**config.mk**
```make
export PLATFORM = sky130hd
export DESIGN_NAME = operand_loader
export DESIGN_NICKNAME = d
export VERILOG_FILES = /design/src/cnn_pkg.sv /design/src/operand_loader.sv
export SDC_FILE = /design/constraint.sdc
export NUM_CORES = 1
export LEC_CHECK = 0
export BUFFER_PORTS_ARGS = -buffer_cell sky130_fd_sc_hd__clkbuf_2
export CAP_MARGIN = 10
export CORE_AREA = 4 4 52 54
export CTS_CLUSTER_DIAMETER = 100
export CTS_CLUSTER_SIZE = 24
export DETAILED_ROUTE_END_ITERATION = 16
export DIE_AREA = 0 0 56 58
export HOLD_SLACK_MARGIN = 0.1
export PLACE_DENSITY = 0.77
export SLEW_MARGIN = 20
export SYNTH_ARGS = -nofsm -noshare
export SYNTH_HDL_FRONTEND = slang
export SYNTH_SLANG_ARGS = --single-unit
```
**constraint.sdc**
```tcl
create_clock -name clk -period 1.4 [get_ports clk]
set_input_delay 0 -clock clk [delete_from_list [all_inputs] [get_ports clk]]
set_output_delay 0 -clock clk [all_outputs]
set_load 0.01 [all_outputs]
```
**src/cnn_pkg.sv**
```systemverilog
/*
 * Shared widths, lane counts and tap ranges of the CNN weight-fetch path,
 * along with the load packet layout and the sequencer states
 */
package cnn_pkg;

    // Lane count and convolution geometry
    localparam int LANES     = 16;
    localparam int LANES1    = 6;
    localparam int TAPS1     = 25;
    localparam int TAPS2     = 26;
    localparam int TAP2_BASE = 25;

    localparam int W_BITS    = 8;
    localparam int ADDR_BITS = 6;
    localparam int ACC_BITS  = 21;
    localparam int DEPTH     = 1 << ADDR_BITS;

    typedef logic [W_BITS-1:0]    weight_t;
    typedef logic [ADDR_BITS-1:0] addr_t;
    typedef logic [3:0]           lane_t;
    typedef logic [ACC_BITS-1:0]  acc_t;
    typedef logic [LANES-1:0]     lane_mask_t;

    // One load word, 19 bits
    typedef struct packed {
        logic    is_act;
        lane_t   lane;
        addr_t   addr;
        weight_t data;
    } load_pkt_t;

    typedef acc_t [LANES-1:0] result_t;

    typedef enum logic [1:0] {
        WB_IDLE,
        WB_CONV1,
        WB_CONV2
    } wb_state_e;

endpackage

```
**src/operand_loader.sv**
```systemverilog
/*
 * Operand loader: accepts load packets while no pass is running and turns
 * each one into a registered write strobe for the operand memories
 */
`timescale 1ns/1ns

module operand_loader
    import cnn_pkg::*;
(
    input  logic       clk,
    input  logic       rst_n,
    input  logic       ld_valid_i,
    input  load_pkt_t  ld_pkt_i,
    input  logic       idle_i,
    output logic       ld_ready_o,
    output lane_mask_t wr_lane_o,
    output logic       wr_act_o,
    output addr_t      wr_addr_o,
    output weight_t    wr_data_o
);

    logic ld_fire;

    // Memories stay frozen while the sequencer reads them
    assign ld_ready_o = idle_i;
    assign ld_fire    = ld_valid_i && ld_ready_o;

    always_ff @(posedge clk) begin
        if (!rst_n) begin
            wr_lane_o <= '0;
            wr_act_o  <= 1'b0;
        end else if (ld_fire) begin
            wr_lane_o <= ld_pkt_i.is_act ? '0 : lane_mask_t'(1) << ld_pkt_i.lane;
            wr_act_o  <= ld_pkt_i.is_act;
        end else begin
            wr_lane_o <= '0;
            wr_act_o  <= 1'b0;
        end
    end

    always_ff @(posedge clk) begin
        if (ld_fire) begin
            wr_addr_o <= ld_pkt_i.addr;
            wr_data_o <= ld_pkt_i.data;
        end
    end

endmodule

```
==> impl_metrics.env <==
export IMPL_result_of_the_run="finished clean"
export IMPL_synthCells=59
export IMPL_synth_ff_latch_count=31
export IMPL_max_slew_margin_rel_pct=60.6
export IMPL_row_count=17
export IMPL_gr_total_overflow=0
export IMPL_critPathCaptureType="flop"
export IMPL_ant_nets=0
export IMPL_power_frac_comb_pct=10.3
export IMPL_syn_to_final_growth_pct=62.5
export IMPL_cap_violations=0
export IMPL_fin_cells=168
export IMPL_clock_root_buffer="sky130_fd_sc_hd__clkbuf_4"
export IMPL_groute_usage_overall_pct=15.1
export IMPL_leakage_nw=0.671
export IMPL_firstDrtPassIters=4
export IMPL_global_route_wire_length_before_repair_um=3620
export IMPL_path_class="in -> reg"
export IMPL_netlist_area_before_placement_sq_um=937
export IMPL_clock_sink_count=31
export IMPL_num_vias=781
export IMPL_place_hpwl_um=1470
export IMPL_worst_hold_startpoint="idle_i"
export IMPL_data_arrival_critical_path_ns=1.63
export IMPL_vdd_ir_drop_max_v=0.000953
export IMPL_maxSlewViolCount=0
export IMPL_p_sw_share_pct=22.7
export IMPL_gp_congestion=0.715
export IMPL_core_footprint_sq_mm=0.00221
export IMPL_io_pins=55
export IMPL_critPathLaunchType="input pin"
export IMPL_layout_min_cycle_time_ns=1.36
export IMPL_smallest_setup_slack_after_layout_ns=0.0382
export IMPL_cts_reportedPaths_clkPinSlew_ns=0.09
export IMPL_clock_tree_buffer_depth=2
export IMPL_antennaDiodeCount=0
export IMPL_floorplan_die_area_sq_mm=0.00325
export IMPL_fraction_of_power_consumed_by_sequential_logic_pct=61.0
export IMPL_seq_area_frac_synth_pct=81.2
export IMPL_p_sw_mw=0.366
export IMPL_dieWidth_um=56
export IMPL_cell_repeated_most_along_the_worst_path="sky130_fd_sc_hd__dlygate4sd3_1"
export IMPL_post_cts_buffers=0
export IMPL_worst_path_dominant_cell_family="buffers and inverters"
export IMPL_cts_htree_levels=2
export IMPL_vias_per_cell=4.65
export IMPL_peak_per_stage_delay_on_the_critical_path_ns=0.56
export IMPL_postSynthNetCount=82
export IMPL_setup_violations_final=0
export IMPL_fmaxAchievable_mhz=734
export IMPL_filler_cell_count=159
export IMPL_fp_dieH_um=58
export IMPL_clock_tree_from_tritoncts="done"
export IMPL_place_worst_setup_slack_ns=0.376
export IMPL_floorplan_initialDensity_pct=42.4
export IMPL_per_instance_average_area_after_synthesis_sq_um=15.9
export IMPL_io_buffer_count=54
export IMPL_netlist_cell_type_count=14
export IMPL_nets=162
export IMPL_required_ns=1.67
export IMPL_worstHoldPathType="in -> out"
export IMPL_grt_max_degree=16
export IMPL_power_clock_fraction_pct=28.6
export IMPL_sum_neg_setup_slack_ns=0
export IMPL_share_of_the_core_filled_with_cells_in_the_final_layout_pct=68.8
export IMPL_critPathSlowestCell="sky130_fd_sc_hd__dlygate4sd3_1"
export IMPL_cell_internal_pwr_mw=1.25
export IMPL_remaining_routing_drc_violations=0
export IMPL_routed_wirelength_um=2300
export IMPL_timing_critical_path_fanout_max=7
export IMPL_yosysWarningCount=0
export IMPL_cts_buffers_inserted=5
export IMPL_hold_ws_ns=0.254
export IMPL_first_global_vias=806
export IMPL_finalCritPeriodShare_pct=97.3
export IMPL_finalHoldViolations=0
export IMPL_post_route_cells_drive_above_1_share_pct=45.7
export IMPL_dp_cells=139
export IMPL_p_per_area_mw_per_mm2=1060
export IMPL_routed_wire_length_per_instance_um=13.7
export IMPL_path_buf_inv=3
export IMPL_grt_antenna_before_repair=0
export IMPL_critical_path_cell_chain="dlygate4sd3_1 -> buf_2 -> nand2b_2 -> nor4_2 -> dlygate4sd3_1"
export IMPL_max_slew_worst_pin_slew_ns=0.591
export IMPL_worst_setup_path_start="ld_pkt_i[17]"
export IMPL_dr_first_iter_drc_count=17
## through the flow
stage          area (sq um)  power (mW)
3_5_place_dp           1230        1.12
2_1_floorplan           937        1.05
3_3_place_gp           1230        1.12
6_report               1520        1.61
4_1_cts                1510        1.63
5_1_grt                1520        1.70
## state kept, by name, indices dropped and copies added, names as in the netlist
register   cells
wr_lane_o     16
wr_data_o      8
wr_addr_o      6
wr_act_o       1
## synthesized netlist by cell type
cell	count	area (sq um)
sky130_fd_sc_hd__nor2_1	1	3.75
sky130_fd_sc_hd__or2b_1	1	7.51
sky130_fd_sc_hd__buf_2	1	5.00
sky130_fd_sc_hd__edfxtp_1	14	420
sky130_fd_sc_hd__nor4_1	6	37.5
sky130_fd_sc_hd__nand4b_4	1	23.8
sky130_fd_sc_hd__nor3_1	9	45.0
sky130_fd_sc_hd__or4_1	1	7.51
sky130_fd_sc_hd__nand2_1	2	7.51
sky130_fd_sc_hd__nand2b_1	3	18.8
sky130_fd_sc_hd__dfxtp_1	17	340
sky130_fd_sc_hd__buf_4	1	7.51
sky130_fd_sc_hd__and3_1	1	6.26
sky130_fd_sc_hd__and2_1	1	6.26
## final timing paths
check                      end  slack, ns  cells past startpoint
setup / recovery  wr_lane_o[4]       0.04                      5
hold / removal      ld_ready_o       0.25                      2
## metal layers
layer / GRT usage, % / wire length (um) / vias to the layer above / part of all wire, %
met2: 25.9 / 1140 / 50 / 50
li1: - / - / 379 / -
met4: 5.42 / 25 / 0 / 1.1
met5: 0 / 0 / - / 0
met3: 9.58 / 288 / 4 / 13
met1: 14.7 / 844 / 348 / 37
## repair_timing
item | 4_1_cts | 5_1_grt
gates resized for setup | 0 | 7
hold buffers | 23 | 0
endpoints found under the setup margin | 0 | 4
endpoints found under the hold margin | 31 | 0
## power by group through the flow
stage	Sequential, mW	Clock, mW	Combinational (mW)
final	0.985	0.462	0.167
after global routing	0.988	0.527	0.180
after CTS	0.985	0.479	0.162
after detailed placement	1.01	0	0.117
after global placement	1.00	0	0.115
after floorplan	1.02	0	0.0282
## cell families after synthesis
group / after synthesis / share of synthesized area, %
simple gates: 26 / 17.5
flops: 31 / 81.2
buf+inv: 2 / 1.33
## placed cells by master (no fill, tap or decap), drive strengths merged
master       netlist  routed
nor4               6       6
nor3               9       9
or4                1       1
clkinv             0       2
clkbuf             0      58
nand2b             3       3
edfxtp            14      14
dlygate4sd3        0      22
dfxtp             17      17
and2               1       1
buf                2       1
nor2               1       1
nand2              2       2
or2b               1       1
nand4b             1       1
and3               1       1
## cell type report
class	instances	area (sq um)	share of cell area (%)
flip-flops and latches	31	761	50.0
multi-input cells	26	193	12.7
well taps	28	35.0	2.30
clock inverters	2	7.51	0.493
clock buffers	6	41.3	2.71
repair buffers	75	485	31.9
Power figures use the tool's default switching activity.
