$ cat src/cnn_pkg.sv
/*
 * Shared widths, lane counts and tap ranges of the CNN weight-fetch path,
 * along with the load packet layout and the sequencer states
 */
package cnn_pkg;

    // Lane count and convolution geometry
    localparam int LANES     = 16;
    localparam int LANES1    = 6;
    localparam int TAPS1     = 25;
    localparam int TAPS2     = 26;
    localparam int TAP2_BASE = 25;

    localparam int W_BITS    = 8;
    localparam int ADDR_BITS = 6;
    localparam int ACC_BITS  = 21;
    localparam int DEPTH     = 1 << ADDR_BITS;

    typedef logic [W_BITS-1:0]    weight_t;
    typedef logic [ADDR_BITS-1:0] addr_t;
    typedef logic [3:0]           lane_t;
    typedef logic [ACC_BITS-1:0]  acc_t;
    typedef logic [LANES-1:0]     lane_mask_t;

    // One load word, 19 bits
    typedef struct packed {
        logic    is_act;
        lane_t   lane;
        addr_t   addr;
        weight_t data;
    } load_pkt_t;

    typedef acc_t [LANES-1:0] result_t;

    typedef enum logic [1:0] {
        WB_IDLE,
        WB_CONV1,
        WB_CONV2
    } wb_state_e;

endpackage

$ cat src/pe_row.sv
/*
 * Processing element row: sixteen unsigned multiply-accumulate lanes
 * sharing one activation, restarted on the first tap of every pass
 */
`timescale 1ns/1ns

module pe_row
    import cnn_pkg::*;
(
    input  logic                 clk,
    input  logic                 rst_n,
    input  weight_t [LANES-1:0]  w_data_i,
    input  weight_t              act_i,
    input  lane_mask_t           w_valid_i,
    input  logic                 first_i,
    input  logic                 last_i,
    output result_t              sum_o,
    output logic                 done_o
);

    for (genvar i = 0; i < LANES; i++) begin : g_lane
        logic [2*W_BITS-1:0] prod;

        assign prod = w_data_i[i] * act_i;

        // Lanes idle for this pass are zeroed on the first tap
        always_ff @(posedge clk) begin
            if (first_i) begin
                sum_o[i] <= w_valid_i[i] ? acc_t'(prod) : '0;
            end else if (w_valid_i[i]) begin
                sum_o[i] <= sum_o[i] + acc_t'(prod);
            end
        end
    end

    always_ff @(posedge clk) begin
        if (!rst_n) begin
            done_o <= 1'b0;
        end else begin
            done_o <= last_i;
        end
    end

endmodule

$ cat config.mk
export PLATFORM = sky130hd
export DESIGN_NAME = pe_row
export DESIGN_NICKNAME = d
export VERILOG_FILES = /design/src/cnn_pkg.sv /design/src/pe_row.sv
export SDC_FILE = /design/constraint.sdc
export NUM_CORES = 2
export LEC_CHECK = 0
export BUFFER_PORTS_ARGS = -buffer_cell sky130_fd_sc_hd__buf_2
export CORE_MARGIN = 10
export CORE_UTILIZATION = 40
export CTS_CLUSTER_SIZE = 16
export DETAILED_ROUTE_END_ITERATION = 7
export PLACE_DENSITY = 0.6
export SYNTH_ARGS = -nofsm -noshare
export SYNTH_HDL_FRONTEND = slang
export SYNTH_SLANG_ARGS = --single-unit
$ cat constraint.sdc
create_clock -name clk -period 6.7 [get_ports clk]
set_input_delay 1.34 -clock clk [delete_from_list [all_inputs] [get_ports clk]]
set_output_delay 1.34 -clock clk [all_outputs]
set_load 0.05 [all_outputs]
==> results by group <==
Clocking
  • Clock slew at reported path FFs: approximately 0.060 ns
  • Clock tree buffer depth: 3
  • Worst-Skew Late Latency: 0.66 ns
  • CTS root buf: clkbuf_16
  • CTS tree: done
  • Hold buffers post-CTS: 0
  • CTS H-tree lvls: 2
  • Clock sink count: 337
  • CTS buffer count: 49

Routing
  • Drt via density: 5.09
  • DRC errors left: 0
  • 1st-iter DRT viols: 2374
  • Drt wl/cell: 16.9 µm
  • Pre-antenna DRT Iters: 5
  • Post-DRT Antenna Nets: 0
  • Via count: ~50000
  • WL final: roughly 170 mm

Logic synthesis
  • Post-Syn Area: 60200 µm²
  • Yosys warning count: 0
  • Syn Area/Cell: 9.05 µm²
  • Post-synthesis xor/xnor area fraction: 6.29%
  • Combinational family with the most area after synthesis: adder cells
  • Post-synthesis sequential area ratio: 16.8%
  • Adder-cell share of the synthesized area: 37.7%
  • Synth Area in Compound Gates: 12.9%
  • Simple-Gate Fraction of Synth Area: roughly a fifth
  • Synth cell types: between 70 and 80
  • Syn Inst Count: 6650
  • Register bit total from synthesis: around 340
  • Synth Flop Type: edfxtp_1
  • Post-synth EDFFs: 336
  • Async S/R FF share, synth: 0%
  • Multiplexer share of the synthesized area: less than 1%
  • Post-synth net total: 8262

Setup path
  • Setup slack, reg-to-reg: 3.23 ns
  • R2r worst-path depth: 13
  • Worst flop-to-flop path startpoint: sum_o[126]$_DFFE_PP_
  • CP max stage delay: 0.52 ns
  • CP required: 7.18 ns
  • Worst setup EP type: register
  • Setup crit start kind: primary input
  • RR Endpoint: sum_o[144]$_SDFFCE_PP0P_
  • Critical Path AT: just over 7 ns
  • CP max stage cell: fa_1
  • Critical path cell sequence: buf_6 > buf_12 > nand2_1 > fa_1 > fa_1 > inv_1 > fa_1 > inv_1 > fa_1 > inv_1 > ha_1 > nor2b_1 > o21a_1 > o41a_1 > a31oi_1 > xor2_1 > inv_1 > ha_2 > or2_2 > o22a_1 > o31a_1 > and3b_1 > or3_1 > a21oi_1
  • Crit-path max FO: 31
  • Worst setup path class: in2reg

Timing
  • Fmax: 0.152 GHz
  • Tmin final: around 6.6 ns
  • RSZ-0062 raised after global routing: yes
  • Final Hold Fails: 0
  • Min setup slack post-route: 0.134 ns
  • Share of the clock period used by the worst path: 98.0%
  • Final setup violation count: 0
  • Worst-margin pin slew: 0.918 ns
  • Setup Skew: about 0.026 ns
  • Worst rel slew slack: 38.8%
  • Fin. max-slew vios: 0
  • Hold WS: between 0.6 and 0.7 ns

Final layout
  • Most common cell after layout, fill and taps aside: inv_1
  • Share of cells above drive strength 1: 19.9%
  • Synth-to-layout area growth: 22.0%
  • Core Util, Final: 49.1%
  • Fillers: 14264
  • Most frequent cells in the layout: 928 x inv_1, 894 x and2_1, 859 x ha_1
  • Nets: 9491

Global route
  • M3 GR Usage: 4.25%
  • Antenna violations before repair: 54
  • Gr usage total: 19.7%
  • Vias in the first global route: 52527
  • Pin count of the biggest net entering global routing: 137
  • First-pass GRT wire length: 273 mm
  • Grt met1 use: 24.9%
  • Met2 GRT Util: 33.7%
  • Global route overflow: 0
  • GRT Max-Usage Layer: met2

Floorplanning
  • Die height: 408 µm
  • Die span in x: 408 µm
  • CORE AREA: 150000 µm²
  • Rows: ~140
  • I/O Pins: 493
  • Initial cell density of the core: between 40% and 50%
  • Die area: 166000 µm²

Placement
  • # port buffers: 492
  • Place WS: -0.609 ns
  • Hpwl dp: 137 mm
  • RePlAce Congestion: 0.897

Worst hold path
  • Min-delay worst type: reg2reg
  • Hold Crit Depth: 2
  • WHS Endpoint: sum_o[167]$_SDFFCE_PP0P_
  • Worst Hold Launch: sum_o[167]$_SDFFCE_PP0P_

Power
  • Leak: 0.0368 µW
  • Peak supply drop: 526 µV
  • Cell Pwr Density: just under 600 nW/µm²

Status
  • Outcome: completed

Flow run
  • Max-cap violations: 0
synthesized netlist by cell type, types with 28 or more instances:
| master | n | area share, % |
|---|---|---|
| clkbuf_1 | 181 | 1.1 |
| xnor2_1 | 313 | 4.6 |
| a211oi_1 | 28 | 0.35 |
| o21bai_1 | 47 | 0.59 |
| a21o_1 | 125 | 1.6 |
| o21ai_0 | 243 | 2.0 |
| nand2_1 | 333 | 2.1 |
| edfxtp_1 | 336 | 17 |
| and2_1 | 894 | 9.3 |
| nor2_1 | 271 | 1.7 |
| nand2b_1 | 43 | 0.45 |
| a21oi_1 | 299 | 2.5 |
| nor3_1 | 110 | 0.91 |
| a22o_1 | 116 | 1.7 |
| xor2_1 | 119 | 1.7 |
| or2_2 | 35 | 0.36 |
| ha_1 | 864 | 18 |
| o21a_1 | 31 | 0.39 |
| nor2b_1 | 65 | 0.68 |
| inv_1 | 930 | 5.8 |
| a31oi_1 | 39 | 0.41 |
| or3_1 | 41 | 0.43 |
| nand3_1 | 202 | 1.7 |
| and3_1 | 54 | 0.56 |
| nand4_1 | 31 | 0.32 |
| fa_1 | 592 | 20 |
timing repair:
item,CTS,global route
setup buffers,0,5
resized for setup,0,68
setup endpoints to repair,0,72
area by class of cell:
class / instances / area, µm² / area share, %
multi-input combinational: 5189 / 46200 / 62.9
inverter: 930 / 3500 / 4.76
timing repair buffer: 1372 / 9540 / 13.0
tap: 2016 / 2520 / 3.44
antenna: 25 / 62.6 / 0.0852
clock buffer: 57 / 1260 / 1.71
sequential: 337 / 10100 / 13.8
clock inverter: 30 / 263 / 0.358
sequential cells by signal (all words and copies together), names as in the netlist:
signal and cells:
done_o 1, sum_o 336
how the worst max path moves through the flow:
| stage | startpoint | endpoint | slack [ns] |
|---|---|---|---|
| 2_1_floorplan | act_i[2] | sum_o[230]$_SDFFCE_PP0P_ | -0.03 |
| 3_3_place_gp | act_i[3] | sum_o[290]$_SDFFCE_PP0P_ | -0.53 |
| 3_5_place_dp | act_i[4] | sum_o[290]$_SDFFCE_PP0P_ | -0.61 |
| 4_1_cts | act_i[4] | sum_o[290]$_SDFFCE_PP0P_ | 0.08 |
| 5_1_grt | act_i[2] | sum_o[208]$_SDFFCE_PP0P_ | -0.08 |
| 6_report | act_i[5] | sum_o[208]$_SDFFCE_PP0P_ | 0.13 |
per-layer routing:
metal  up-vias  part of all wire (%)  wire length [µm]
met4        40                   2.7              4470
met5         -                  0.16               267
met1     24600                    44             73100
li1      24944                     -                 -
met3       241                   6.2             10400
met2       894                    47             79700
kinds of logic (layout without fill, tap and decap cells):
logic type               Yosys count  after routing
other                              0             25
buffers and inverters           1124           2389
multiplexers                      19             19
adder cells (fa/ha/maj)         1456           1456
AO/OA/AOI/OAI                   1166           1166
XOR/XNOR                         432            432
AND/OR/NAND/NOR                 2116           2116
flip-flops                       337            337
stage by stage:
step / cells / area [µm²] / total power (µW) / TNS [ns]
CTS: 9924 / 73000 / 42200 / 0
global route: 9940 / 73400 / 46500 / -0.157
finish: 9956 / 73400 / 42300 / 0
global placement: 9837 / 71500 / 38700 / -35.55
floorplan: 6650 / 60400 / 27400 / -0.0917
detailed placement: 9837 / 71500 / 39300 / -43.08
critical path, delay by kind of cell:
| family | cells | cell delay [ns] |
|---|---|---|
| adders and majority gates | 6 | 2.46 |
| AOI/OAI and AO/OA | 6 | 1.31 |
| and+or+nand+nor | 5 | 1.06 |
| buffers and inverters | 6 | 0.61 |
| xor gates and xnor gates | 1 | 0.21 |
report_power, final:
group	switching, µW	internal [µW]	leakage (µW)
Clock	1120	1490	0.000735
Sequential	772	3880	0.00362
Combinational	18300	16800	0.0324
Power figures use the tool's default switching activity.
