`config.mk`:
```
export PLATFORM = sky130hd
export DESIGN_NAME = result_out
export DESIGN_NICKNAME = d
export VERILOG_FILES = /design/src/cnn_pkg.sv /design/src/result_out.sv
export SDC_FILE = /design/constraint.sdc
export NUM_CORES = 1
export LEC_CHECK = 0
export BUFFER_PORTS_ARGS = -buffer_cell sky130_fd_sc_hd__buf_2
export CORE_AREA = 2 2 261 263
export CTS_CLUSTER_SIZE = 40
export DETAILED_ROUTE_END_ITERATION = 7
export DIE_AREA = 0 0 263 265
export PLACE_DENSITY = 0.46
export SETUP_SLACK_MARGIN = 0.15
export SYNTH_ARGS = -nofsm -noshare
export SYNTH_HDL_FRONTEND = slang
export SYNTH_SLANG_ARGS = --single-unit
```
`constraint.sdc`:
```
create_clock -name clk -period 0.8 [get_ports clk]
set_input_delay 0.08 -clock clk [delete_from_list [all_inputs] [get_ports clk]]
set_output_delay 0.08 -clock clk [all_outputs]
set_load 0.05 [all_outputs]
```
`src/cnn_pkg.sv`:
```
/*
 * Shared widths, lane counts and tap ranges of the CNN weight-fetch path,
 * along with the load packet layout and the sequencer states
 */
package cnn_pkg;

    // Lane count and convolution geometry
    localparam int LANES     = 16;
    localparam int LANES1    = 6;
    localparam int TAPS1     = 25;
    localparam int TAPS2     = 26;
    localparam int TAP2_BASE = 25;

    localparam int W_BITS    = 8;
    localparam int ADDR_BITS = 6;
    localparam int ACC_BITS  = 21;
    localparam int DEPTH     = 1 << ADDR_BITS;

    typedef logic [W_BITS-1:0]    weight_t;
    typedef logic [ADDR_BITS-1:0] addr_t;
    typedef logic [3:0]           lane_t;
    typedef logic [ACC_BITS-1:0]  acc_t;
    typedef logic [LANES-1:0]     lane_mask_t;

    // One load word, 19 bits
    typedef struct packed {
        logic    is_act;
        lane_t   lane;
        addr_t   addr;
        weight_t data;
    } load_pkt_t;

    typedef acc_t [LANES-1:0] result_t;

    typedef enum logic [1:0] {
        WB_IDLE,
        WB_CONV1,
        WB_CONV2
    } wb_state_e;

endpackage

```
`src/result_out.sv`:
```
/*
 * Result register: holds the lane sums of a finished pass until the
 * consumer takes them over a valid/ready handshake
 */
`timescale 1ns/1ns

module result_out
    import cnn_pkg::*;
(
    input  logic    clk,
    input  logic    rst_n,
    input  result_t sum_i,
    input  logic    done_i,
    input  logic    res_ready_i,
    output result_t res_o,
    output logic    res_valid_o,
    output logic    busy_o
);

    assign busy_o = res_valid_o;

    always_ff @(posedge clk) begin
        if (!rst_n) begin
            res_valid_o <= 1'b0;
        end else if (done_i) begin
            res_valid_o <= 1'b1;
        end else if (res_valid_o && res_ready_i) begin
            res_valid_o <= 1'b0;
        end
    end

    always_ff @(posedge clk) begin
        if (done_i) begin
            res_o <= sum_i;
        end
    end

endmodule

```
==> results.sh, run 1 <==
export IMPL_post_cts_buffers=0
export IMPL_coreArea_mm2=0.0668
export IMPL_rsz0062_at_grt="yes"
export IMPL_dpl_hpwl_mm=27.2
export IMPL_critPathKind="reg -> out"
export IMPL_clock_tree_root_cell="clkbuf_16"
export IMPL_path_delay_family="flip-flops"
export IMPL_rows=95
export IMPL_clk_latency_ns=0.53
export IMPL_first_pass_iters=4
export IMPL_antenna_found_initial=6
export IMPL_detail_route_antenna_nets=0
export IMPL_grt_pass1_vias=8954
export IMPL_grt_use_total_pct=10.4
export IMPL_drt_total_wl_mm=37.9
export IMPL_min_path_type="in -> reg"
export IMPL_vdd_ir_drop_max_v=0.00165
export IMPL_ys_ff_latch=337
export IMPL_fin_cells=2336
export IMPL_p_per_area_mw_per_mm2=2250
export IMPL_htreeDepth=2
export IMPL_boundaryPins=678
export IMPL_post_route_util_pct=32.6
export IMPL_finalSetupTns_ns=-125.19
export IMPL_dp_cells=1931
export IMPL_place_congestion=0.828
export IMPL_status="complete, but fails checks"
export IMPL_clkSinkCount=337
export IMPL_detailedRoute_firstIterationViolations=452
export IMPL_synth_warning_count=0
export IMPL_finClkSkew_ns=0
export IMPL_synth_cell_types=5
export IMPL_path_clk_slew_ns=0.06
export IMPL_seq_area_frac_synth_pct=99.7
export IMPL_port_buffers=677
export IMPL_vias=7906
export IMPL_gr_total_overflow=0
export IMPL_synthCells=340
export IMPL_synth_net_count=680
export IMPL_cp_required_ns=0.72
export IMPL_vias_per_cell=3.38
export IMPL_layout_common_cells="dlygate4sd3_1, buf_2, edfxtp_1"
export IMPL_grt_max_degree=31
export IMPL_regToRegSetupSlack_ns=0.07
export IMPL_clk_path_buf_depth=3
export IMPL_dieArea_mm2=0.0697
export IMPL_period_needed_ns=1.30
export IMPL_cts_tree="built"
export IMPL_slew_headroom_pct=85.3
export IMPL_slowest_delay_ns=0.48
export IMPL_ctsHoldBuffers=339
export IMPL_max_freq_mhz=769
export IMPL_setup_viol=338
export IMPL_die_x_um=263
export IMPL_drive_above_1_share_pct=52.8
export IMPL_worst_path_buf_inv=1
export IMPL_cts_buffers=38
export IMPL_hold_ws_ns=-0.0580
export IMPL_n_fill_cell=6409
export IMPL_violations="hold timing, setup timing"
export IMPL_setup_ws_ns=-0.500
export IMPL_die_h_um=265
export IMPL_critPathCaptureType="primary output"
export IMPL_hold_viol=9
export IMPL_area_growth_pct=115
export IMPL_crit_chain="buf_6"
export IMPL_drc=0
export IMPL_slew_violations=0
export IMPL_syn_avg_cell_area_um2=29.8
export IMPL_cp_max_fo=1
export IMPL_arrival_ns=1.22
export IMPL_grt_pass1_wl_mm=54.2
export IMPL_netlist_area_mm2=0.0101
export IMPL_start_util_pct=15.2
export IMPL_crit_slowest_cell="edfxtp_1"
export IMPL_nets=1776
export IMPL_leakagePower_nw=8.94
export IMPL_wl_per_cell_um=16.2
export IMPL_maxCapViolCount=0
export IMPL_worstMarginPinSlew_ns=0.220
export IMPL_critPathLaunchType="flip-flop"
export IMPL_finalCritPeriodShare_pct=162
==> metal layers <==
layer	track usage, %	part of all wire, %
met3	3.83	8.8
met2	19.0	52
met4	5.07	4.2
met1	10.4	34
met5	0	0.13
==> what timing repair did <==
action / CTS / global route
gates resized for setup: 668 / 0
setup endpoints to repair: 339 / 340
hold endpoints to repair: 353 / 9
cloned: 0 / 0
==> registers in the layout, indices dropped and copies added, names as in the netlist <==
signal  cells
busy_o      1
res_o     336
==> synthesized netlist by cell type <==
library cell / count / area, um2
o21a_1: 1 / 7.51
buf_4: 1 / 7.51
edfxtp_1: 336 / 10100
dfxtp_1: 1 / 20.0
nor2b_4: 1 / 13.8
==> final cells by class <==
type | count | area, um2 | area share [%]
Tap cell | 873 | 1090 | 5.02
Antenna cell | 2 | 5.00 | 0.0230
Timing Repair Buffer | 1057 | 9390 | 43.1
Multi-Input combinational cell | 2 | 21.3 | 0.0977
Clock buffer | 48 | 1050 | 4.83
Clock inverter | 17 | 108 | 0.494
Sequential cell | 337 | 10100 | 46.4
==> power breakdown <==
part | leakage [nW] | internal [mW] | switching [mW]
logic | 5.07 | 4.39 | 6.48
clock network | 0.572 | 9.58 | 6.81
registers | 3.30 | 21.0 | 0.719
total | 8.94 | 35.0 | 14.0
==> worst reg2reg max path: stages, from the launching register on <==
cell and delay [ns]:
dfxtp_4 0.36, nor2b_4 0.12, o21a_1 0.15
==> path summary, 6_finish.rpt <==
path | startpoint | endpoint | cells past startpoint
setup / recovery | res_o[19]$_DFFE_PP_ | res_o[19] | 1
hold / removal | done_i | res_o[258]$_DFFE_PP_ | 2
setup reg to reg | busy_o$_SDFFE_PN0P_ | busy_o$_SDFFE_PN0P_ | 2
hold reg to reg | busy_o$_SDFFE_PN0P_ | busy_o$_SDFFE_PN0P_ | 2
==> logic make-up (layout without fill, tap and decap cells) <==
logic type | Yosys count | after routing | synth area share [%]
compound gates | 1 | 1 | 0.0741
buf+inv | 1 | 1122 | 0.0741
flops | 337 | 337 | 99.7
other cells | 0 | 2 | 0
simple gates | 1 | 1 | 0.136
==> stage by stage <==
step | area, um2 | power, mW | setup slack, ns
after CTS | 21800 | 49.7 | -0.553
after global placement | 15100 | 29.7 | -0.123
final | 21800 | 49.0 | -0.500
after floorplan | 10100 | 26.7 | 0.0225
after global routing | 21800 | 50.8 | -0.550
after detailed placement | 15100 | 29.7 | -0.136
Note: power is estimated with default switching activity, not from simulation.
==> run 2: changes to the inputs <==
--- a/config.mk
+++ b/config.mk
@@ -5,12 +5,14 @@
 export SDC_FILE = /design/constraint.sdc
 export NUM_CORES = 1
 export LEC_CHECK = 0
+export ABC_AREA = 1
 export BUFFER_PORTS_ARGS = -buffer_cell sky130_fd_sc_hd__buf_2
 export CORE_AREA = 2 2 261 263
 export CTS_CLUSTER_SIZE = 40
 export DETAILED_ROUTE_END_ITERATION = 7
 export DIE_AREA = 0 0 263 265
 export PLACE_DENSITY = 0.46
+export RECOVER_POWER = 50
 export SETUP_SLACK_MARGIN = 0.15
 export SYNTH_ARGS = -nofsm -noshare
 export SYNTH_HDL_FRONTEND = slang
==> run 2 against run 1 <==
Compared with the run above:
- the flow finishes with violations (setup timing)
- sequential share of layout area unchanged
- area after synthesis about the same
- register-to-register slack better by 0.13 ns
- combinational power about the same
- final cell count up 0.21%
- critical path depth unchanged
- first-iteration DRC count down 28%
- critical path type unchanged
- critical endpoint is now res_o[185]
- largest cell class unchanged
==> results.sh, run 2 <==
export IMPL_status="complete, but fails checks"
export IMPL_violations="setup timing"
export IMPL_finalPower_mw=49.7
export IMPL_rsz0062_at_grt="yes"
export IMPL_vdd_ir_drop_max_v=0.00171
export IMPL_synthMostInstantiatedCell="edfxtp_1"
export IMPL_cp_required_ns=0.72
export IMPL_largest_register="res_o"
export IMPL_detailedRoute_firstIterationViolations=327
export IMPL_min_from="done_i"
export IMPL_synth_edff_count=336
export IMPL_cp_max_fo=1
export IMPL_ys_ff_latch=337
export IMPL_dieArea_mm2=0.0697
export IMPL_critPathLaunchType="flip-flop"
export IMPL_grt_pass1_wl_mm=55.0
export IMPL_drc=0
export IMPL_synth_warning_count=0
export IMPL_largest_register_ff_count=336
export IMPL_ys_top_cells_by_area="edfxtp_1, dfxtp_1, inv_1"
export IMPL_rr_endpoint="busy_o$_SDFFE_PN0P_"
export IMPL_path_delay_family="flip-flops"
export IMPL_vias=7917
export IMPL_regArea_mm2=0.0101
export IMPL_detail_route_antenna_nets=0
export IMPL_synth_main_ff_cell="edfxtp_1"
export IMPL_multi_input_area_um2=15.0
export IMPL_synth_cell_types=6
export IMPL_critPathKind="reg -> out"
export IMPL_rows=95
export IMPL_grt_pass1_vias=9058
export IMPL_seq_area_frac_synth_pct=99.7
export IMPL_clock_tree_root_cell="clkbuf_16"
export IMPL_cp_startpoint="res_o[185]$_DFFE_PP_"
export IMPL_reg2reg_from="busy_o$_SDFFE_PN0P_"
export IMPL_drt_total_wl_mm=38.1
export IMPL_arrival_ns=1.18
export IMPL_slowest_delay_ns=0.45
export IMPL_grt_use_total_pct=10.4
export IMPL_grt_max_degree=34
export IMPL_gr_total_overflow=0
export IMPL_n_fill_cell=6344
export IMPL_area_growth_pct=115
export IMPL_endpoint="res_o[185]"
export IMPL_placed_area_mm2=0.0151
export IMPL_dp_cells=1933
export IMPL_fin_area_mm2=0.0218
export IMPL_synth_largest_area_cell="edfxtp_1"
export IMPL_finalCritPeriodShare_pct=157
export IMPL_cts_buffers=38
export IMPL_die_x_um=263
export IMPL_post_cts_buffers=0
export IMPL_finalSetupTns_ns=-128.97
export IMPL_drive_above_1_share_pct=52.6
export IMPL_crit_cells=1
export IMPL_synthArstFlopShare_pct=0
export IMPL_synth_common_cells="edfxtp_1, inv_1"
export IMPL_setup_viol=471
export IMPL_min_path_type="in -> reg"
export IMPL_period_needed_ns=1.26
export IMPL_netlist_area_mm2=0.0101
export IMPL_dpl_hpwl_mm=26.9
export IMPL_syn_avg_cell_area_um2=29.6
export IMPL_yosysTopAreaCellShare_pct=99.5
export IMPL_final_common_cell="dlygate4sd3_1"
export IMPL_slew_headroom_pct=58.8
export IMPL_port_buffers=677
export IMPL_finClkSkew_ns=0
export IMPL_synthCells=343
export IMPL_wl_per_cell_um=16.3
export IMPL_antenna_found_initial=11
export IMPL_boundaryPins=678
export IMPL_crit_chain="buf_12"
export IMPL_post_route_util_pct=32.6
export IMPL_cts_tree="built"
export IMPL_ctsHoldBuffers=339
export IMPL_hold_viol=0
export IMPL_p_per_area_mw_per_mm2=2280
export IMPL_nets=1779
export IMPL_max_freq_mhz=794
export IMPL_layout_common_cells="dlygate4sd3_1, buf_2, edfxtp_1"
export IMPL_clk_latency_ns=0.54
export IMPL_start_util_pct=15.2
export IMPL_fin_cells=2341
export IMPL_htreeDepth=2
export IMPL_vias_per_cell=3.38
export IMPL_crit_slowest_cell="edfxtp_1"
export IMPL_leakagePower_nw=8.94
export IMPL_worstMarginPinSlew_ns=0.618
export IMPL_critPathCaptureType="primary output"
export IMPL_coreArea_mm2=0.0668
export IMPL_path_clk_slew_ns=0.06
export IMPL_synth_net_count=683
export IMPL_regToRegSetupSlack_ns=0.20
export IMPL_place_congestion=0.809
export IMPL_clkSinkCount=337
export IMPL_setup_ws_ns=-0.459
export IMPL_hold_ws_ns=0.228
export IMPL_place_ws_ns=-0.172
export IMPL_worst_path_buf_inv=1
export IMPL_first_pass_iters=4
export IMPL_reg2reg_depth=2
export IMPL_die_h_um=265
export IMPL_maxCapViolCount=0
export IMPL_slew_violations=0
export IMPL_clk_path_buf_depth=3
-- run 2: area by class of cell --
cell class	count	share of cell area (%)
antenna	3	0.0345
clock buffer	48	4.83
clock inverter	18	0.764
inverter	3	0.0517
multi-input combinational	2	0.0689
sequential	337	46.4
tap	873	5.02
timing repair buffer	1057	42.8
-- run 2: per-layer routing --
metal	track usage, %	vias up	share of wire (%)
met3	4.31	71	9.2
li1	-	3605	-
met2	19.0	387	52
met5	0	-	0.22
met1	10.7	3842	35
met4	3.69	12	2.7
-- run 2: worst min path at each step --
stage / cells past startpoint / end / slack [ns]
after floorplan: 0 / res_o[0]$_DFFE_PP_ / 0.18
after global placement: 1 / res_o[60]$_DFFE_PP_ / 0.26
after detailed placement: 1 / res_o[257]$_DFFE_PP_ / 0.26
after CTS: 2 / res_o[254]$_DFFE_PP_ / -0.04
after global routing: 2 / res_o[133]$_DFFE_PP_ / 0.22
final: 3 / res_o[335]$_DFFE_PP_ / 0.23
-- run 2: kinds of logic after synthesis --
group | Yosys count | synth area share (%)
buffers and inverters | 4 | 0.185
DFF | 337 | 99.7
AOI/OAI and AO/OA | 1 | 0.0864
and+or+nand+nor | 1 | 0.0370
-- run 2: repair_timing --
action | in CTS | in global routing
gates resized for setup | 664 | 1
cloned | 0 | 0
endpoints found under the hold margin | 348 | 10
endpoints found under the setup margin | 338 | 338
-- run 2: where the power goes --
group | leakage (nW) | switching, mW | internal (mW) | total, mW
sequential | 3.30 | 0.709 | 21.0 | 21.7
clock | 0.594 | 6.90 | 10.2 | 17.1
combinational | 5.05 | 6.47 | 4.36 | 10.8
total | 8.94 | 14.1 | 35.6 | 49.7
