### src/cnn_pkg.sv
/*
 * Shared widths, lane counts and tap ranges of the CNN weight-fetch path,
 * along with the load packet layout and the sequencer states
 */
package cnn_pkg;

    // Lane count and convolution geometry
    localparam int LANES     = 16;
    localparam int LANES1    = 6;
    localparam int TAPS1     = 25;
    localparam int TAPS2     = 26;
    localparam int TAP2_BASE = 25;

    localparam int W_BITS    = 8;
    localparam int ADDR_BITS = 6;
    localparam int ACC_BITS  = 21;
    localparam int DEPTH     = 1 << ADDR_BITS;

    typedef logic [W_BITS-1:0]    weight_t;
    typedef logic [ADDR_BITS-1:0] addr_t;
    typedef logic [3:0]           lane_t;
    typedef logic [ACC_BITS-1:0]  acc_t;
    typedef logic [LANES-1:0]     lane_mask_t;

    // One load word, 19 bits
    typedef struct packed {
        logic    is_act;
        lane_t   lane;
        addr_t   addr;
        weight_t data;
    } load_pkt_t;

    typedef acc_t [LANES-1:0] result_t;

    typedef enum logic [1:0] {
        WB_IDLE,
        WB_CONV1,
        WB_CONV2
    } wb_state_e;

endpackage

### src/weight_buffer.sv
/*
 * Weight buffer sequencer: walks the shared operand address for the chosen
 * convolution and hands registered weights with per-lane valids to the PEs
 */
`timescale 1ns/1ns

module weight_buffer
    import cnn_pkg::*;
(
    input  logic                 clk,
    input  logic                 rst_n,
    input  logic                 cmd_valid_i,
    input  logic                 cmd_conv2_i,
    input  logic                 res_busy_i,
    input  weight_t [LANES-1:0]  rd_data_i,
    input  weight_t              act_i,
    output logic                 cmd_ready_o,
    output logic                 idle_o,
    output lane_mask_t           rd_en_o,
    output addr_t                rd_addr_o,
    output weight_t [LANES-1:0]  w_data_o,
    output weight_t              act_o,
    output lane_mask_t           w_valid_o,
    output logic                 first_o,
    output logic                 last_o
);

    localparam lane_mask_t CONV1_MASK = lane_mask_t'((1 << LANES1) - 1);

    wb_state_e  state_q;
    addr_t      cnt_q;
    logic       pass_q;
    logic       cmd_fire;
    logic       issue;
    lane_mask_t mask;
    addr_t      base;
    addr_t      last_tap;

    // Issue stage markers, then one stage to match the memory latency
    logic       first_iss, last_iss;
    lane_mask_t en_d;
    logic       first_d, last_d;

    // Pass flag holds from accept until the result register picks it up
    assign idle_o      = !pass_q;
    assign cmd_ready_o = (state_q == WB_IDLE) && !pass_q && !res_busy_i;
    assign cmd_fire    = cmd_valid_i && cmd_ready_o;
    assign issue       = (state_q != WB_IDLE);

    always_comb begin
        case (state_q)
            WB_CONV1: begin
                mask     = CONV1_MASK;
                base     = '0;
                last_tap = addr_t'(TAPS1 - 1);
            end
            WB_CONV2: begin
                mask     = '1;
                base     = addr_t'(TAP2_BASE);
                last_tap = addr_t'(TAPS2 - 1);
            end
            default: begin
                mask     = '0;
                base     = '0;
                last_tap = '0;
            end
        endcase
    end

    always_ff @(posedge clk) begin
        if (!rst_n) begin
            state_q   <= WB_IDLE;
            cnt_q     <= '0;
            pass_q    <= 1'b0;
            rd_en_o   <= '0;
            first_iss <= 1'b0;
            last_iss  <= 1'b0;
            en_d      <= '0;
            first_d   <= 1'b0;
            last_d    <= 1'b0;
            w_valid_o <= '0;
            first_o   <= 1'b0;
            last_o    <= 1'b0;
        end else begin
            rd_en_o   <= mask;
            first_iss <= issue && (cnt_q == '0);
            last_iss  <= issue && (cnt_q == last_tap);
            en_d      <= rd_en_o;
            first_d   <= first_iss;
            last_d    <= last_iss;
            w_valid_o <= en_d;
            first_o   <= first_d;
            last_o    <= last_d;

            if (cmd_fire) begin
                pass_q <= 1'b1;
            end else if (res_busy_i) begin
                pass_q <= 1'b0;
            end

            case (state_q)
                WB_IDLE: begin
                    if (cmd_fire) begin
                        state_q <= cmd_conv2_i ? WB_CONV2 : WB_CONV1;
                        cnt_q   <= '0;
                    end
                end
                default: begin
                    cnt_q <= cnt_q + 1'b1;
                    if (cnt_q == last_tap) begin
                        state_q <= WB_IDLE;
                    end
                end
            endcase
        end
    end

    always_ff @(posedge clk) begin
        if (issue) begin
            rd_addr_o <= base + cnt_q;
        end
    end

    // One clock of memory read latency already spent in the bank
    always_ff @(posedge clk) begin
        w_data_o <= rd_data_i;
        act_o    <= act_i;
    end

endmodule

### config.mk
export PLATFORM = sky130hd
export DESIGN_NAME = weight_buffer
export DESIGN_NICKNAME = d
export VERILOG_FILES = /design/src/cnn_pkg.sv /design/src/weight_buffer.sv
export SDC_FILE = /design/constraint.sdc
export NUM_CORES = 1
export LEC_CHECK = 0
export BUFFER_PORTS_ARGS = -buffer_cell sky130_fd_sc_hd__buf_2
export CAP_MARGIN = 10
export CORE_AREA = 2 2 124 126
export DETAILED_ROUTE_END_ITERATION = 10
export DIE_AREA = 0 0 126 128
export PLACE_DENSITY_LB_ADDON = 0.12
export SETUP_SLACK_MARGIN = 0.02
export SLEW_MARGIN = 20
export SYNTH_ARGS = -nofsm -noshare
export SYNTH_HDL_FRONTEND = slang
export SYNTH_SLANG_ARGS = --single-unit
export TNS_END_PERCENT = 100
### constraint.sdc
create_clock -name clk -period 2 [get_ports clk]
set_input_delay 0.4 -clock clk [delete_from_list [all_inputs] [get_ports clk]]
set_output_delay 0.4 -clock clk [all_outputs]
set_load 0.1 [all_outputs]
==> impl_metrics.toml, run 1 <==
[logic_synthesis]
yosysWarnings = 0
ys_seq_area_share_pct = 81.2
syn_avg_cell_area_sq_um = 14.8
synthMuxAreaShare_pct = 0.489
synth_ff_type = "dfxtp_1"
synth_edf_count = 6
yosys.area.top_type = "dfxtp_1"
synthTopCellsByCount = "157 x dfxtp_1, 29 x buf_4, 10 x and2_1"
synth_most_common_cell = "dfxtp_1"
yosysTopAreaCellShare_pct = 76.8
synth.net_count = 424
synth_top_family_by_area = "buffers and inverters"
ys_types = 32
yosys.area_share.simple_pct = 5.96
synth_compound_area_share_pct = 2.02
async_reset_ff_share_pct = 0
yosys-top-cells-area = "dfxtp_1 77%, buf_4 5.3%, edfxtp_1 4.4%, ha_1 2.1%, and2_1 1.5%"
synth-seq-cells = 163
synthCells = 276
synthesis.area_sq_mm = 0.00409
synthAdderAreaFrac_pct = 2.14
synth_xor_area_share_pct = 1.50

[placed_design]
hpwlAfterDp_um = 9440
place_area_sq_mm = 0.00572
port_buffers = 318
post-place-ws_ns = 0.183
place_inst = 750
gp_congestion = 0.731

[cts]
numCtsBuffers = 17
clock-sinks = 163
cts_buffer_depth = 2
cts_tree = "built"
clkLatencyLatePin_ns = 0.41
clk_pin_slew_ns = 0.07
cts-root-buf = "clkbuf_16"
htree_levels = 4

[setup_path]
worst-setup-path-type = "reg2out"
end_kind = "output pin"
cp_data_required_time_ns = 1.60
arrival_ns = 1.47
cp_max_fo = 11
cp-start-kind = "flip-flop"
worst-r2r-cell-count = 7

[sta]
postLayoutSetupSlackWorst_ns = 0.126
max_freq_mhz = 534
slew_headroom_pct = 64.2
tightest_slew_ns = 0.541
setup_viol = 0
hold_slack_ns = 0.0773
min_period_ns = 1.87
clock_skew_ns = 0.00309
drv_slew = 0
hold_violations = 0
final.setup.tns_ns = 0
period_share_pct = 93.7
rsz0062_at_grt = "yes"

[global_routing]
use_met3_pct = 6.80
grt_overflow = 0
gr-max-usage-layer = "met2"
grt_pass1_vias = 2877
grt_max_degree = 17
use_met2_pct = 23.5
grt_first_pass_wirelength_um = 16600
use_met1_pct = 14.9
antenna_found_initial = 0
grt_usage_pct = 14.1

[pwr]
total_power_mw = 10.1
leakagePower_nw = 3.21
peakVddDrop_v = 0.000964
p_per_area_mw_per_mm2 = 1600

[die]
dieHeight_um = 128
rows = 45
start_util_pct = 27.5
io_pins = 319
die_x_um = 126
core_area_sq_mm = 0.0149
fp.dieArea_sq_mm = 0.0161

[min_path]
hold_depth = 1
hold_class = "in2reg"

[routing]
num_vias = 2980
routed_wl_um = 11900
drtPass1Iterations = 4
wl_per_cell_um = 15.2
ant_nets = 0
drcViolationCount = 0
drt-initial-drc-count = 89
via_per_inst = 3.81

[cells_and_area]
layout.nets = 730
area_growth_pct = 53.7
fin_area_sq_mm = 0.00629
layout-drive-gt1-share_pct = 60.7
num_antenna_cells = 0
multi_input_area_sq_um = 531
stdcell_count = 783
layout.area.seq_sq_mm = 0.00332
final_core_util_pct = 42.3
fillers = 1475

[status]
outcome = "finished clean"

[run]
maxCapViolCount = 0
report_power, final:
group	internal [mW]	switching [mW]
clock	1.64	1.35
combinational	0.545	2.86
sequential	3.57	0.124
total	5.76	4.33
logic make-up (layout without fill, tap and decap cells):
group | after synthesis | count (layout)
AOI/OAI and AO/OA | 13 | 13
and+or+nand+nor | 42 | 42
adders and majority gates | 7 | 7
buffers and inverters | 42 | 361
muxes | 2 | 2
DFF | 163 | 163
xor gates and xnor gates | 7 | 7
per-layer routing:
metal  share of wire, %  vias to the layer above
met5                  0                        -
met2                 52                      152
met4                1.9                        0
li1                   -                     1466
met1                 37                     1348
met3                9.2                       14
path summary, 6_finish.rpt:
| path | from | to | slack, ns |
|---|---|---|---|
| max reg2reg | state_q[0]$_SDFFE_PN0P_ | rd_addr_o[4]$_DFFE_PP_ | 0.16 |
| min reg2reg | en_d[14]$_SDFF_PN0_ | w_valid_o[14]$_SDFF_PN0_ | 0.43 |
| max | state_q[0]$_SDFFE_PN0P_ | cmd_ready_o | 0.13 |
| min | rd_data_i[21] | w_data_o[21]$_DFF_P_ | 0.08 |
flip-flops by register name, summed over array words and instances (netlist names):
signal and cells:
pass_q 1, w_data_o 128, en_d 2, cnt_q 6, w_valid_o 2, state_q 2, last_o 1, rd_en_o 2
first_iss 1, first_o 1, last_d 1, act_o 8, last_iss 1, rd_addr_o 6, first_d 1
cell usage in the layout (no fill, tap or decap), types with 2 or more instances in the layout:
master,synthesis,routed
clkinv_4,0,3
ha_1,7,6
inv_6,0,5
xor2_1,5,5
nand3_1,6,6
nor3_1,3,2
clkinv_2,0,3
and2_1,10,10
edfxtp_1,6,6
buf_2,3,317
inv_1,8,8
buf_4,29,2
mux2i_1,2,2
nand2_1,7,7
xnor2_1,2,2
or3_1,2,2
clkbuf_16,0,17
nor2_1,5,5
a21oi_1,8,8
clkinvlp_4,0,2
dfxtp_1,157,157
final cells by class:
cell class / count / area share, %
multi-input cells: 71 / 8.43
flip-flops and latches: 163 / 52.8
well taps: 188 / 3.74
clock buffers: 19 / 7.04
clock inverters: 13 / 1.59
inverters: 9 / 0.577
repair buffers: 320 / 25.8
critical path, stage by stage (launching register included):
cell,delay [ns]
dfxtp_1,0.31
inv_1,0.13
ha_4,0.18
inv_4,0.09
nor3_4,0.16
buf_12,0.20
repair_timing:
action                                  CTS  global route
pin swaps                                 0             1
setup buffers                             0             1
resized for setup                         2             2
endpoints found under the setup margin    1             2
hold buffers                              0             0
Note: power is estimated with default switching activity, not from simulation.
==> run 2: changes to the inputs <==
--- a/config.mk
+++ b/config.mk
@@ -7,9 +7,12 @@
 export LEC_CHECK = 0
 export BUFFER_PORTS_ARGS = -buffer_cell sky130_fd_sc_hd__buf_2
 export CAP_MARGIN = 10
-export CORE_AREA = 2 2 124 126
+export CELL_PAD_IN_SITES_DETAIL_PLACEMENT = 2
+export CELL_PAD_IN_SITES_GLOBAL_PLACEMENT = 2
+export CORE_ASPECT_RATIO = 1.4
+export CORE_MARGIN = 2
+export CORE_UTILIZATION = 22
 export DETAILED_ROUTE_END_ITERATION = 10
-export DIE_AREA = 0 0 126 128
 export PLACE_DENSITY_LB_ADDON = 0.12
 export SETUP_SLACK_MARGIN = 0.02
 export SLEW_MARGIN = 20
==> constraint.sdc (replaced) <==
create_clock -name clk -period 2.05 [get_ports clk]
set_input_delay 0.41 -clock clk [delete_from_list [all_inputs] [get_ports clk]]
set_output_delay 0.41 -clock clk [all_outputs]
set_load 0.1 [all_outputs]
==> impl_metrics.toml, run 2 (same netlist as run 1, synthesis figures left out) <==
[status]
outcome = "finished clean"

[cts]
cts-root-buf = "clkbuf_16"
clock-sinks = 163
htree_levels = 4
ctsHoldBuffers = 0
clk_pin_slew_ns = 0.07
numCtsBuffers = 17
clkLatencyLatePin_ns = 0.42
cts_tree = "built"
cts_buffer_depth = 2

[cells_and_area]
layout.nets = 731
layout_common_cells = "317 x buf_2, 157 x dfxtp_1, 17 x clkbuf_16"
regMostFlops = "w_data_o"
layout-drive-gt1-share_pct = 60.6
reg.largest.list = "w_data_o x128, act_o x8"
largest_reg_flops = 128
final_common_cell = "buf_2"
final_core_util_pct = 35.1
area_growth_pct = 57.9

[routing]
num_vias = 3146
routed_wl_um = 15200
drt-initial-drc-count = 94
drcViolationCount = 0
drtPass1Iterations = 4
ant_nets = 0
via_per_inst = 3.74
wl_per_cell_um = 18.1

[sta]
tightest_slew_ns = 0.574
max_freq_mhz = 526
hold_slack_ns = 0.0737
slew_headroom_pct = 62.0
setup_viol = 0
period_share_pct = 92.8
final.setup.tns_ns = 0
clock_skew_ns = 0.00521
rsz0062_at_grt = "no"
drv_slew = 0
hold_violations = 0
min_period_ns = 1.90

[die]
dieHeight_um = 165
fp.dieArea_sq_mm = 0.0197
rows = 59
io_pins = 319
start_util_pct = 22.3
die_x_um = 119
core_area_sq_mm = 0.0184

[placed_design]
port_buffers = 318
hpwlAfterDp_um = 12800
gp_congestion = 0.741

[setup_path]
max_stage_delay_ns = 0.31
arrival_ns = 1.49
cp_data_required_time_ns = 1.64
r2r-start = "state_q[0]$_SDFFE_PN0P_"
worst-r2r-cell-count = 7
path_cells = "inv_1, ha_4, inv_4, nor3_4, buf_12"
cp_max_fo = 4
cp_top_family = "buffers and inverters"
cp-start-kind = "flip-flop"
rrSetupSlack_ns = 0.18
reg2reg_to = "rd_addr_o[4]$_DFFE_PP_"
cp_num_buf_inv = 3
worst-setup-path-type = "reg2out"
end_kind = "output pin"
cpMaxStageDelayCell = "dfxtp_1"

[min_path]
hold_depth = 1
hold_class = "in2reg"
worstHoldStart = "act_i[4]"
whs_endpoint = "act_o[4]$_DFF_P_"

[global_routing]
grt_max_degree = 18
grt_first_pass_wirelength_um = 21100
grt_usage_pct = 15.0
antenna_found_initial = 2
grt_overflow = 0
grt_pass1_vias = 3350

[pwr]
p_comb_share_pct = 32.4
pwr-share-seq_pct = 34.8
p_int_mw = 6.02
peakVddDrop_v = 0.000555
leakagePower_nw = 3.26
p_sw_mw = 4.35
power.share.switching_pct = 42.0
p_per_area_mw_per_mm2 = 1610
clkPwrFrac_pct = 32.8

[run]
maxCapViolCount = 0
[run 2: worst max-delay path by stage]
stage,from,endpoint,slack [ns],depth (start not counted)
finish,state_q[0]$_SDFFE_PN0P_,cmd_ready_o,0.15,5
global route,state_q[1]$_SDFFE_PN0P_,cmd_ready_o,0.06,5
CTS,state_q[0]$_SDFFE_PN0P_,cmd_ready_o,0.05,5
detailed placement,state_q[0]$_SDFFE_PN0P_,rd_addr_o[4]$_DFFE_PP_,0.21,7
global placement,state_q[0]$_SDFFE_PN0P_,rd_addr_o[4]$_DFFE_PP_,0.21,8
floorplan,state_q[0]$_SDFFE_PN0P_,cmd_ready_o,0.04,4
[run 2: stage by stage]
step / power [mW] / area, sq um / instances / setup WS, ns
after floorplan: 6.46 / 4100 / 276 / 0.0432
after global placement: 6.99 / 5790 / 807 / 0.214
after detailed placement: 7.03 / 5790 / 807 / 0.207
after CTS: 10.5 / 6450 / 839 / 0.0499
after global routing: 10.8 / 6460 / 842 / 0.0556
final: 10.4 / 6460 / 842 / 0.148
[run 2: per-layer routing]
| metal | global-route usage (%) | share of wire (%) |
|---|---|---|
| met5 | 0 | 0 |
| met4 | 7.90 | 3.1 |
| met3 | 7.07 | 9.6 |
| met2 | 28.3 | 57 |
| met1 | 13.2 | 30 |
[run 2: timing repair]
item	4_1_cts	5_1_grt
resized for setup	2	0
setup buffers	0	1
pin swaps	0	1
gates cloned	0	0
endpoints found under the setup margin	1	1
[run 2: area by class of cell]
type / instances / area [sq um]
Tap cell: 244 / 305
Fill cell: 2002 / 11900
Sequential cell: 163 / 3320
Inverter: 9 / 36.3
Multi-Input combinational cell: 71 / 519
Antenna cell: 2 / 5.00
Timing Repair Buffer: 321 / 1630
Clock buffer: 17 / 425
Clock inverter: 15 / 215
[run 2: power by group through the flow]
stage          Clock (mW)  Combinational [mW]  Sequential, mW
2_1_floorplan           0                1.25            5.21
3_3_place_gp            0                3.32            3.67
3_5_place_dp            0                3.34            3.69
4_1_cts              3.52                3.38            3.62
5_1_grt              3.67                3.48            3.64
6_report             3.40                3.36            3.61
==> run 3: changes to the inputs <==
--- a/config.mk
+++ b/config.mk
@@ -9,7 +9,7 @@
 export CAP_MARGIN = 10
 export CELL_PAD_IN_SITES_DETAIL_PLACEMENT = 2
 export CELL_PAD_IN_SITES_GLOBAL_PLACEMENT = 2
-export CORE_ASPECT_RATIO = 1.4
+export CORE_ASPECT_RATIO = 1.25
 export CORE_MARGIN = 2
 export CORE_UTILIZATION = 22
 export DETAILED_ROUTE_END_ITERATION = 10
==> impl_metrics.toml, run 3 (same netlist as run 1, synthesis figures left out) <==
[status]
outcome = "finished clean"

[pwr]
clkPwrFrac_pct = 34.1
power.share.switching_pct = 41.0
leakagePower_nw = 3.27
p_int_mw = 6.22
pwr-share-seq_pct = 34.2
peakVddDrop_v = 0.000564
p_per_area_mw_per_mm2 = 1630
p_sw_mw = 4.32
p_comb_share_pct = 31.6

[sta]
final.setup.tns_ns = 0
drv_slew = 0
max_freq_mhz = 524
tightest_slew_ns = 0.552
postLayoutSetupSlackWorst_ns = 0.142
period_share_pct = 93.1
clock_skew_ns = 0.00353
setup_viol = 0
slew_headroom_pct = 63.4
min_period_ns = 1.91
rsz0062_at_grt = "no"
hold_violations = 0

[routing]
via_per_inst = 3.84
drt-initial-drc-count = 106
wl_per_cell_um = 18.9
routed_wl_um = 15600
num_vias = 3163
drtPass1Iterations = 4
ant_nets = 0
drcViolationCount = 0

[min_path]
worstHoldStart = "rd_data_i[52]"
hold_class = "in2reg"

[setup_path]
r2r-start = "state_q[0]$_SDFFE_PN0P_"
reg2reg_to = "rd_addr_o[4]$_DFFE_PP_"
cp_max_fo = 11
crit_cells = 5
end_kind = "output pin"
cpMaxStageDelayCell = "dfxtp_1"
cp-startpoint = "state_q[1]$_SDFFE_PN0P_"
crit_end = "cmd_ready_o"
cp_num_buf_inv = 3
worst-r2r-cell-count = 8
arrival_ns = 1.50
cp-start-kind = "flip-flop"
rrSetupSlack_ns = 0.22
cp_top_family = "buffers and inverters"
cp_data_required_time_ns = 1.64
worst-setup-path-type = "reg2out"
path_cells = "inv_1, ha_4, inv_4, nor3_4, buf_12"
max_stage_delay_ns = 0.34

[die]
dieHeight_um = 156
die_x_um = 126
core_area_sq_mm = 0.0182
io_pins = 319
rows = 55
fp.dieArea_sq_mm = 0.0197
start_util_pct = 22.5

[cells_and_area]
fin_area_sq_mm = 0.00646
area_growth_pct = 57.8
layout.nets = 730
layout-drive-gt1-share_pct = 60.6
layout_common_cells = "317 x buf_2, 157 x dfxtp_1, 17 x clkbuf_16"
largest_reg_flops = 128
reg.largest.list = "w_data_o x128, act_o x8"
final_common_cell = "buf_2"
regMostFlops = "w_data_o"

[cts]
ctsHoldBuffers = 0
numCtsBuffers = 17
cts_tree = "built"
clock-sinks = 163
clkLatencyLatePin_ns = 0.42
cts-root-buf = "clkbuf_16"
htree_levels = 4
cts_buffer_depth = 2
clk_pin_slew_ns = 0.07

[global_routing]
grt_pass1_vias = 3295
antenna_found_initial = 1
grt_first_pass_wirelength_um = 21500
grt_overflow = 0
grt_max_degree = 17
grt_usage_pct = 15.3

[placed_design]
port_buffers = 318
post-place-ws_ns = 0.202
hpwlAfterDp_um = 13000
place_area_sq_mm = 0.00577
gp_congestion = 0.760

[run]
maxCapViolCount = 0
## run 3: power by group through the flow
| stage | clock network (mW) | logic, mW | registers [mW] |
|---|---|---|---|
| detailed placement | 0 | 3.34 | 3.69 |
| global placement | 0 | 3.32 | 3.68 |
| floorplan | 0 | 1.25 | 5.21 |
| global route | 3.85 | 3.46 | 3.64 |
| CTS | 3.70 | 3.36 | 3.62 |
| finish | 3.60 | 3.34 | 3.61 |
## run 3: through the flow
stage	util (%)	total power, mW	hold slack, ns	cells
3_3_place_gp	31.8	7.00	0.418	791
3_5_place_dp	31.8	7.03	0.422	791
4_1_cts	35.5	10.7	0.0572	822
6_report	35.5	10.5	0.0796	823
5_1_grt	35.5	11.0	0.0468	822
2_1_floorplan	-	6.46	0.412	276
## run 3: cell type report
| cell class | count | area [sq um] |
|---|---|---|
| timing repair buffer | 320 | 1620 |
| fill | 1976 | 11700 |
| clock buffer | 17 | 425 |
| multi-input combinational | 71 | 519 |
| clock inverter | 14 | 243 |
| tap | 228 | 285 |
| sequential | 163 | 3320 |
| inverter | 9 | 36.3 |
| antenna | 1 | 2.50 |
## run 3: routing by layer
layer  global-route usage [%]  share of wire, %  vias to the layer above
li1                         -                 -                     1473
met1                     14.8                35                     1488
met2                     27.4                54                      177
met3                     7.25               9.1                       25
met4                     7.17               2.8                        0
met5                        0                 0                        -
## run 3: worst min path at each step
stage / endpoint / cells after the start
finish: w_data_o[52]$_DFF_P_ / 1
global route: w_data_o[49]$_DFF_P_ / 1
detailed placement: last_d$_SDFF_PN0_ / 1
floorplan: first_d$_SDFF_PN0_ / 1
CTS: w_data_o[52]$_DFF_P_ / 1
global placement: last_o$_SDFF_PN0_ / 1
## run 3: what timing repair did
item	in CTS	in global routing
resized for setup	1	2
setup endpoints to repair	1	1
buffers inserted	0	0
gates cloned	0	0
